--- config.mk ---
export PLATFORM = sky130hd
export DESIGN_NAME = ex1Top
export DESIGN_NICKNAME = d
export VERILOG_FILES = /design/src/common/ex1Pkg.sv /design/src/hw/ex1Top.sv /design/src/ex1Exec/ex1Execute.sv /design/src/hw/ex1Decode.sv /design/src/hw/ex1AddrGen.sv
export SDC_FILE = /design/constraint.sdc
export NUM_CORES = 1
export LEC_CHECK = 0
export ABC_AREA = 0
export BUFFER_PORTS_ARGS = -buffer_cell sky130_fd_sc_hd__buf_4
export CORE_MARGIN = 4
export CORE_UTILIZATION = 56
export CTS_BUF_LIST = sky130_fd_sc_hd__clkbuf_16
export CTS_CLUSTER_DIAMETER = 150
export DETAILED_ROUTE_END_ITERATION = 10
export PLACE_DENSITY = 0.8
export SYNTH_ARGS = -nofsm -noshare
export SYNTH_HDL_FRONTEND = slang
export SYNTH_SLANG_ARGS = --single-unit
--- constraint.sdc ---
create_clock -name clock -period 3.6 [get_ports clock]
set_input_delay 0.36 -clock clock [delete_from_list [all_inputs] [get_ports clock]]
set_output_delay 0.36 -clock clock [all_outputs]
set_load 0.02 [all_outputs]
--- src/common/ex1Pkg.sv ---
// shared widths, micro-op encodings and trap codes for the ex1 pipeline; imported by each stage
package ex1Pkg;

	// register word and default virtual address width
	localparam int DATA_W         = 64;
	localparam int ADDR_W_DEFAULT = 48;

	typedef logic [DATA_W-1:0] dataWord_t;

	// register number, zero register means no write
	typedef logic [4:0] gprId_t;
	localparam gprId_t GPR_ZZR = 5'd0;

	// micro-command: [7:6] condition, [5:0] opcode, bit 8 spare
	typedef logic [8:0] uCmd_t;

	// condition codes, tested against SR.T
	localparam logic [1:0] CC_AL = 2'd0;
	localparam logic [1:0] CC_NV = 2'd1;
	localparam logic [1:0] CC_CT = 2'd2;
	localparam logic [1:0] CC_CF = 2'd3;

	// opcodes, dense from zero so decode can range-check
	localparam logic [5:0] UCMD_NOP   = 6'h00;
	localparam logic [5:0] UCMD_INVOP = 6'h01;
	localparam logic [5:0] UCMD_LEA   = 6'h02;
	localparam logic [5:0] UCMD_STORE = 6'h03;
	localparam logic [5:0] UCMD_LOAD  = 6'h04;
	localparam logic [5:0] UCMD_MOVIR = 6'h05;
	localparam logic [5:0] UCMD_BRA   = 6'h06;
	localparam logic [5:0] UCMD_JMP   = 6'h07;
	localparam logic [5:0] UCMD_OPIXT = 6'h08;

	// extension word, read as memory fields or as a control sub-opcode
	typedef union packed {
		struct packed {
			logic [5:0] unused;
			logic       sx;
			// byte/word/long/quad, doubles as index scale
			logic [1:0] size;
		} mem;
		struct packed {
			logic [2:0] unused;
			logic [5:0] sub;
		} ctl;
	} uIxt_t;

	// immediate shift-in kinds for MOVIR
	localparam logic [5:0] IXT_LDI     = 6'h00;
	localparam logic [5:0] IXT_LDISH8  = 6'h01;
	localparam logic [5:0] IXT_LDISH16 = 6'h02;
	localparam logic [5:0] IXT_LDISH32 = 6'h03;

	// SR operations for OPIXT
	localparam logic [5:0] IXT_CLRT  = 6'h10;
	localparam logic [5:0] IXT_SETT  = 6'h11;
	localparam logic [5:0] IXT_NOTT  = 6'h12;
	localparam logic [5:0] IXT_TRAPA = 6'h13;

	// memory op: 01 load or 10 store, then sign and size
	typedef logic [4:0] memOpm_t;
	localparam memOpm_t OPM_READY = 5'b00000;

	// trap codes, TRAPA ors in the low bits of Rm
	localparam logic [15:0] TRAP_NONE       = 16'h0000;
	localparam logic [15:0] TRAP_INVOP      = 16'h800E;
	localparam logic [15:0] TRAP_TRAPA_BASE = 16'hC080;

endpackage
--- src/hw/ex1Top.sv ---
// top of the ex1 execute pipeline: decode stage feeding the execute stage, two ops in flight
`timescale 1ns/1ns

module ex1Top #(
	parameter int addrW = ex1Pkg::ADDR_W_DEFAULT
) (
	input  logic              clock,
	input  logic              arstN,
	input  ex1Pkg::uCmd_t     opUCmd,
	input  ex1Pkg::uIxt_t     opUIxt,
	input  ex1Pkg::gprId_t    regIdRm,
	input  ex1Pkg::dataWord_t regValRs,
	input  ex1Pkg::dataWord_t regValRt,
	input  ex1Pkg::dataWord_t regValRm,
	input  ex1Pkg::dataWord_t regValPc,
	input  logic              opBraFlush,
	input  logic              memHold,
	output ex1Pkg::gprId_t    regIdRn,
	output ex1Pkg::dataWord_t regValRn,
	output logic              braValid,
	output ex1Pkg::dataWord_t braPc,
	output ex1Pkg::memOpm_t   memOpm,
	output logic [addrW-1:0]  memAddr,
	output ex1Pkg::dataWord_t memData,
	output logic [15:0]       trapCode,
	output logic              srT
);
	import ex1Pkg::*;

	// stage register between decode and execute
	logic [1:0]       dCond;
	logic [5:0]       dOp;
	uIxt_t            dIxt;
	gprId_t           dRm;
	dataWord_t        dRs;
	dataWord_t        dRt;
	dataWord_t        dRmVal;
	dataWord_t        dPc;
	logic [addrW-1:0] dAddr;
	logic             dInvalid;

	ex1Decode #(.addrW(addrW)) i_decode (
		.clock, .arstN, .memHold, .opBraFlush, .opUCmd, .opUIxt, .regIdRm,
		.regValRs, .regValRt, .regValRm, .regValPc,
		.dCond, .dOp, .dIxt, .dRm, .dRs, .dRt, .dRmVal, .dPc, .dAddr, .dInvalid
	);

	ex1Execute #(.addrW(addrW)) i_execute (
		.clock, .arstN, .memHold,
		.dCond, .dOp, .dIxt, .dRm, .dRs, .dRt, .dRmVal, .dPc, .dAddr, .dInvalid,
		.regIdRn, .regValRn, .braValid, .braPc, .memOpm, .memAddr, .memData,
		.trapCode, .srT
	);

endmodule

--- src/ex1Exec/ex1Execute.sv ---
// second ex1 pipeline stage: predicates on SR.T, picks results, owns SR.T and registers outputs
`timescale 1ns/1ns

module ex1Execute #(
	parameter int addrW = ex1Pkg::ADDR_W_DEFAULT
) (
	input  logic              clock,
	input  logic              arstN,
	input  logic              memHold,
	input  logic [1:0]        dCond,
	input  logic [5:0]        dOp,
	input  ex1Pkg::uIxt_t     dIxt,
	input  ex1Pkg::gprId_t    dRm,
	input  ex1Pkg::dataWord_t dRs,
	input  ex1Pkg::dataWord_t dRt,
	input  ex1Pkg::dataWord_t dRmVal,
	input  ex1Pkg::dataWord_t dPc,
	input  logic [addrW-1:0]  dAddr,
	input  logic              dInvalid,
	output ex1Pkg::gprId_t    regIdRn,
	output ex1Pkg::dataWord_t regValRn,
	output logic              braValid,
	output ex1Pkg::dataWord_t braPc,
	output ex1Pkg::memOpm_t   memOpm,
	output logic [addrW-1:0]  memAddr,
	output ex1Pkg::dataWord_t memData,
	output logic [15:0]       trapCode,
	output logic              srT
);
	import ex1Pkg::*;

	logic      opEn;
	gprId_t    nIdRn;
	dataWord_t nValRn;
	logic      nBraValid;
	dataWord_t nBraPc;
	memOpm_t   nOpm;
	logic [15:0] nTrap;
	logic      nT;

	// predicate check against the current T
	always_comb begin
		case (dCond)
			CC_AL:   opEn = 1'b1;
			CC_CT:   opEn = srT;
			CC_CF:   opEn = !srT;
			// CC_NV never runs
			default: opEn = 1'b0;
		endcase
	end

	// result select, disabled op falls through as a NOP
	always_comb begin
		nIdRn     = GPR_ZZR;
		nValRn    = dRt;
		nBraValid = 1'b0;
		nBraPc    = dPc + (dRt << 1);
		nOpm      = OPM_READY;
		nTrap     = TRAP_NONE;
		nT        = srT;
		if (opEn) begin
			case (dOp)
				UCMD_LEA: begin
					nIdRn  = dRm;
					nValRn = dataWord_t'(dAddr);
				end
				UCMD_LOAD:  nOpm = {2'b01, dIxt.mem.sx, dIxt.mem.size};
				UCMD_STORE: nOpm = {2'b10, dIxt.mem.sx, dIxt.mem.size};
				UCMD_MOVIR: begin
					nIdRn = dRm;
					// shift-in forms keep the old Rs above the new bits
					case (dIxt.ctl.sub)
						IXT_LDISH8:  nValRn = {dRs[55:0], dRt[7:0]};
						IXT_LDISH16: nValRn = {dRs[47:0], dRt[15:0]};
						IXT_LDISH32: nValRn = {dRs[31:0], dRt[31:0]};
						default:     nValRn = dRt;
					endcase
				end
				// displacement is in 16-bit units
				UCMD_BRA: nBraValid = 1'b1;
				UCMD_JMP: begin
					nBraValid = 1'b1;
					nBraPc    = {dPc[63:48], dRs[47:0]};
				end
				UCMD_OPIXT: begin
					case (dIxt.ctl.sub)
						IXT_CLRT:  nT = 1'b0;
						IXT_SETT:  nT = 1'b1;
						IXT_NOTT:  nT = !srT;
						IXT_TRAPA: nTrap = TRAP_TRAPA_BASE | {12'h000, dRm[3:0]};
						default:   ;
					endcase
				end
				default: ;
			endcase
			// bad opcode from decode or an explicit INVOP
			if (dInvalid || (dOp == UCMD_INVOP))
				nTrap = TRAP_INVOP;
		end
	end

	// control outputs and SR.T, frozen while memory holds
	always_ff @(posedge clock or negedge arstN) begin
		if (!arstN) begin
			regIdRn  <= GPR_ZZR;
			braValid <= 1'b0;
			memOpm   <= OPM_READY;
			trapCode <= TRAP_NONE;
			srT      <= 1'b0;
		end else if (!memHold) begin
			regIdRn  <= nIdRn;
			braValid <= nBraValid;
			memOpm   <= nOpm;
			trapCode <= nTrap;
			srT      <= nT;
		end
	end

	// data outputs, qualified by the control outputs above
	always_ff @(posedge clock) begin
		if (!memHold) begin
			regValRn <= nValRn;
			braPc    <= nBraPc;
			memAddr  <= dAddr;
			memData  <= dRmVal;
		end
	end

endmodule

--- src/hw/ex1Decode.sv ---
// first ex1 pipeline stage: squashes flushed micro-ops, flags bad opcodes, registers the AGU result
`timescale 1ns/1ns

module ex1Decode #(
	parameter int addrW = ex1Pkg::ADDR_W_DEFAULT
) (
	input  logic              clock,
	input  logic              arstN,
	input  logic              memHold,
	input  logic              opBraFlush,
	input  ex1Pkg::uCmd_t     opUCmd,
	input  ex1Pkg::uIxt_t     opUIxt,
	input  ex1Pkg::gprId_t    regIdRm,
	input  ex1Pkg::dataWord_t regValRs,
	input  ex1Pkg::dataWord_t regValRt,
	input  ex1Pkg::dataWord_t regValRm,
	input  ex1Pkg::dataWord_t regValPc,
	output logic [1:0]        dCond,
	output logic [5:0]        dOp,
	output ex1Pkg::uIxt_t     dIxt,
	output ex1Pkg::gprId_t    dRm,
	output ex1Pkg::dataWord_t dRs,
	output ex1Pkg::dataWord_t dRt,
	output ex1Pkg::dataWord_t dRmVal,
	output ex1Pkg::dataWord_t dPc,
	output logic [addrW-1:0]  dAddr,
	output logic              dInvalid
);
	import ex1Pkg::*;

	logic [addrW-1:0] agAddr;
	logic             opKnown;

	// Rs is the base, Rt the index, mem.size the scale
	ex1AddrGen #(.addrW(addrW)) i_addrGen (
		.base  (regValRs),
		.index (regValRt),
		.scale (opUIxt.mem.size),
		.addr  (agAddr)
	);

	// opcode space is dense up to OPIXT
	assign opKnown = (opUCmd[5:0] <= UCMD_OPIXT);

	// control part of the stage register
	always_ff @(posedge clock or negedge arstN) begin
		if (!arstN) begin
			dCond    <= CC_AL;
			dOp      <= UCMD_NOP;
			dInvalid <= 1'b0;
		end else if (!memHold) begin
			if (opBraFlush) begin
				// flushed op turns into a bubble
				dCond    <= CC_AL;
				dOp      <= UCMD_NOP;
				dInvalid <= 1'b0;
			end else if (!opKnown) begin
				// keep the condition, trap only if it would run
				dCond    <= opUCmd[7:6];
				dOp      <= UCMD_INVOP;
				dInvalid <= 1'b1;
			end else begin
				dCond    <= opUCmd[7:6];
				dOp      <= opUCmd[5:0];
				dInvalid <= 1'b0;
			end
		end
	end

	// operand capture, meaningless behind a NOP
	always_ff @(posedge clock) begin
		if (!memHold) begin
			dIxt   <= opUIxt;
			dRm    <= regIdRm;
			dRs    <= regValRs;
			dRt    <= regValRt;
			dRmVal <= regValRm;
			dPc    <= regValPc;
			dAddr  <= agAddr;
		end
	end

endmodule

--- src/hw/ex1AddrGen.sv ---
// address generator for the ex1 decode stage: base plus index scaled by access size
`timescale 1ns/1ns

module ex1AddrGen #(
	parameter int addrW = ex1Pkg::ADDR_W_DEFAULT
) (
	input  ex1Pkg::dataWord_t base,
	input  ex1Pkg::dataWord_t index,
	input  logic [1:0]        scale,
	output logic [addrW-1:0]  addr
);
	import ex1Pkg::*;

	dataWord_t scaledIdx;
	dataWord_t sum;

	// scale 0..3 gives x1, x2, x4, x8
	assign scaledIdx = index << scale;

	// full-width add, carry past bit 63 is dropped
	assign sum = base + scaledIdx;

	// only the virtual address bits leave
	assign addr = sum[addrW-1:0];

endmodule

==> run metrics <==
fin. max-slew vios=0; Routed Antenna Nets=0; Iteration-0 DRC Markers=2987; full die area=52400 sq um; Worst-path clk slew=0.07 ns; WP data arrival=3.86 ns; DR vias=22.5k; crit-path cells=ha_1, a21oi_1, o211ai_1, nor3_1, a21oi_2, a21oi_1, o31ai_1, buf_4, a41oi_2, a21oi_2, o211ai_1, nor3b_1; Inserted Clock Buffers=57; first-pass GRT wire length=143000 microns; skew final=0.0213 ns; Post-route DRC=0; R2R setup slack=0.14 ns; P_leak=0.0155 uW; Sink Count=574; mean number of vias per cell=6.24; Ports=551; die height=229 microns; Syn Area/Cell=13.5 sq um; gr ovfl total=0; max cap viols=0; Setup crit end kind=flip-flop; initial antenna violation count=3; Chip Width=229 microns; worst path bufs/invs=1; core box area=47900 sq um; Mapped Cells=2027; RSZ-0062 raised after global routing=false; final worst-path cycle share=96.0%; Placed Area=33000 sq um; final hold violation count=0; PortBufs=529; Crit path required time=4.01 ns; Max Fanout on Critical Path=5; Row Count=80; post-synthesis register bit count=574; critical setup path kind=reg2reg; Cell variety after synth=85; Starting Density=56.9%; NumNets Final=3328; share of cells above drive strength 1=30.4%; area grow syn2layout=37.6%; final wirelength=98500 microns; Initial DRT Pass Iterations=8; Max IR drop VDD=385 uV; post-route cell area=37600 sq um; CP max-delay cell=edfxtp_1; Fill cells=2735; post-synthesis sequential area ratio=62.6%; Worst Max-Slew Pin Slew=1.09 ns; EDFF count, synth=547; setup TNS=0 ns; Root Buffer=clkbuf_16; CTS Buffer Depth=3; wire per inst=27.3 microns; Post-synth ARST share=4.70%; routability cong.=0.984; CTS tree=yes; crit start category=flip-flop; Fmax=0.289 GHz; slew margin rel.=26.9%; Hold Crit Class=in2reg; CP top delay family=compound AO/OA/AOI/OAI gates; GRT Total Usage=36.4%; vias in the first global route=22.1k; clk_lat worst skew=0.62 ns; Max stage delay on crit path=0.52 ns; final hold slack=0.0374 ns; ys flop type=edfxtp_1; Tmin final=3.46 ns; Synth Warn #=0; Final setup viols=0; status=finished, final reports clean; pwr dens=522 nW/um^2; Max H-tree Level=2; pin count of the biggest net entering global routing=133; HPWL after DPL=67900 microns; Netlist Area Pre-Place=27300 sq um
cell families (layout without fill, tap and decap cells):
group	after synthesis	after routing	share of synthesized area, %
DFF	574	574	62.6
muxes	84	84	5.24
and+or+nand+nor	437	437	7.24
other	1	15	0.0137
AOI/OAI and AO/OA	573	573	14.2
adders and majority gates	111	111	5.14
xor gates and xnor gates	103	103	3.30
buffers and inverters	144	1090	2.25
stage by stage:
stage	util [%]	setup slack (ns)	total power, uW	std cells
finish	78.3	0.144	19600	3602
global placement	68.7	-0.416	12900	3239
global route	78.3	0.00971	20200	3599
detailed placement	68.7	-0.451	12900	3239
CTS	78.0	0.119	19300	3593
floorplan	-	-5.53	11100	2035
metal layers:
| layer | wire (microns) | global-route usage (%) |
|---|---|---|
| met3 | 10800 | 7.40 |
| met4 | 4710 | 14.5 |
| met2 | 46700 | 60.2 |
| met5 | 0 | 0 |
| met1 | 36200 | 47.6 |
state kept, by name, indices dropped and copies added, names as in the netlist:
signal,flops
i_decode.dCond,2
i_execute.regValRn,64
i_decode.dRt,64
i_decode.dRs,56
i_decode.dAddr,48
i_execute.memOpm,5
i_execute.braValid,1
i_execute.braPc,64
i_execute.memAddr,48
i_decode.dInvalid,1
i_decode.dPc,64
i_decode.dIxt,6
i_execute.srT,1
i_decode.dRmVal,64
i_decode.dOp,6
i_execute.regIdRn,5
i_decode.dRm,5
i_execute.trapCode,6
i_execute.memData,64
path summary, 6_finish.rpt:
path / from / to / cells after the start
min in group asynchronous: arstN / i_execute.memOpm[3]$_DFFE_PN0N_ / 2
worst min register to register: i_decode.dRmVal[42]$_DFFE_PN_ / i_execute.memData[42]$_DFFE_PN_ / 0
max in group asynchronous: arstN / i_execute.trapCode[15]$_DFFE_PN0N_ / 2
worst max register to register: i_decode.dRt[7]$_DFFE_PN_ / i_execute.braPc[61]$_DFFE_PN_ / 12
worst max-delay path: i_decode.dRt[7]$_DFFE_PN_ / i_execute.braPc[61]$_DFFE_PN_ / 12
worst min-delay path: opUCmd[2] / i_decode.dOp[2]$_DFFE_PN0N_ / 2
cells in the mapped netlist (17+ instances only):
library cell  number  share of area, %
a211oi_1          18              0.49
a21o_1            79               2.2
a21oi_1          178               3.3
a22oi_1           32              0.88
buf_4             17              0.47
clkbuf_1          77               1.1
dfrtp_1           27               2.5
edfxtp_1         547                60
ha_1             109               5.0
inv_1             40              0.55
mux2_2            31               1.3
mux4_2            44               3.6
nand2_1          179               2.5
nand3_1           24              0.44
nand4_1           22              0.50
nor2_1           120               1.6
o21ai_0           80               1.5
o21ai_1           18              0.33
o21bai_1          29              0.80
xnor2_1           63               2.0
xor2_1            40               1.3
power breakdown:
part | switching, uW | total, uW | internal (uW)
logic | 2470 | 4490 | 2020
clock network | 2630 | 6340 | 3720
registers | 521 | 8770 | 8250
total | 5610 | 19600 | 14000
worst reg2reg max path, delay by kind of cell (launching register included):
| family | cells | cell delay [ns] |
|---|---|---|
| buf+inv | 1 | 0.16 |
| simple gates | 2 | 0.58 |
| compound gates | 8 | 1.57 |
| flops | 1 | 0.52 |
| fa+ha+maj | 1 | 0.43 |
what timing repair did:
| action | 4_1_cts | 5_1_grt |
|---|---|---|
| resized for setup | 0 | 22 |
| endpoints found under the setup margin | 0 | 15 |
| endpoints found under the hold margin | 274 | 0 |
| setup buffers | 0 | 3 |
| hold buffers | 248 | 0 |
layout by cell type (no fill, tap or decap), types with 28 or more instances in the layout:
cell type        n
buf_4          688
edfxtp_1       547
dlygate4sd3_1  248
nand2_1        179
a21oi_1        173
nor2_1         119
ha_1           105
o21ai_0         80
a21o_1          79
xnor2_1         63
clkbuf_16       60
inv_1           54
mux4_2          44
xor2_1          40
a22oi_1         32
mux2_2          31
o21bai_1        28
cell type report:
cell class	count	area [sq um]	area share [%]
flip-flops and latches	574	17100	45.5
inverters	40	154	0.410
repair buffers	944	7790	20.7
clock buffers	60	1500	4.00
multi-input cells	1317	9770	26.0
well taps	615	769	2.05
clock inverters	46	463	1.23
diodes	6	15.0	0.0400
No activity file was read; power rests on OpenSTA's default activity.
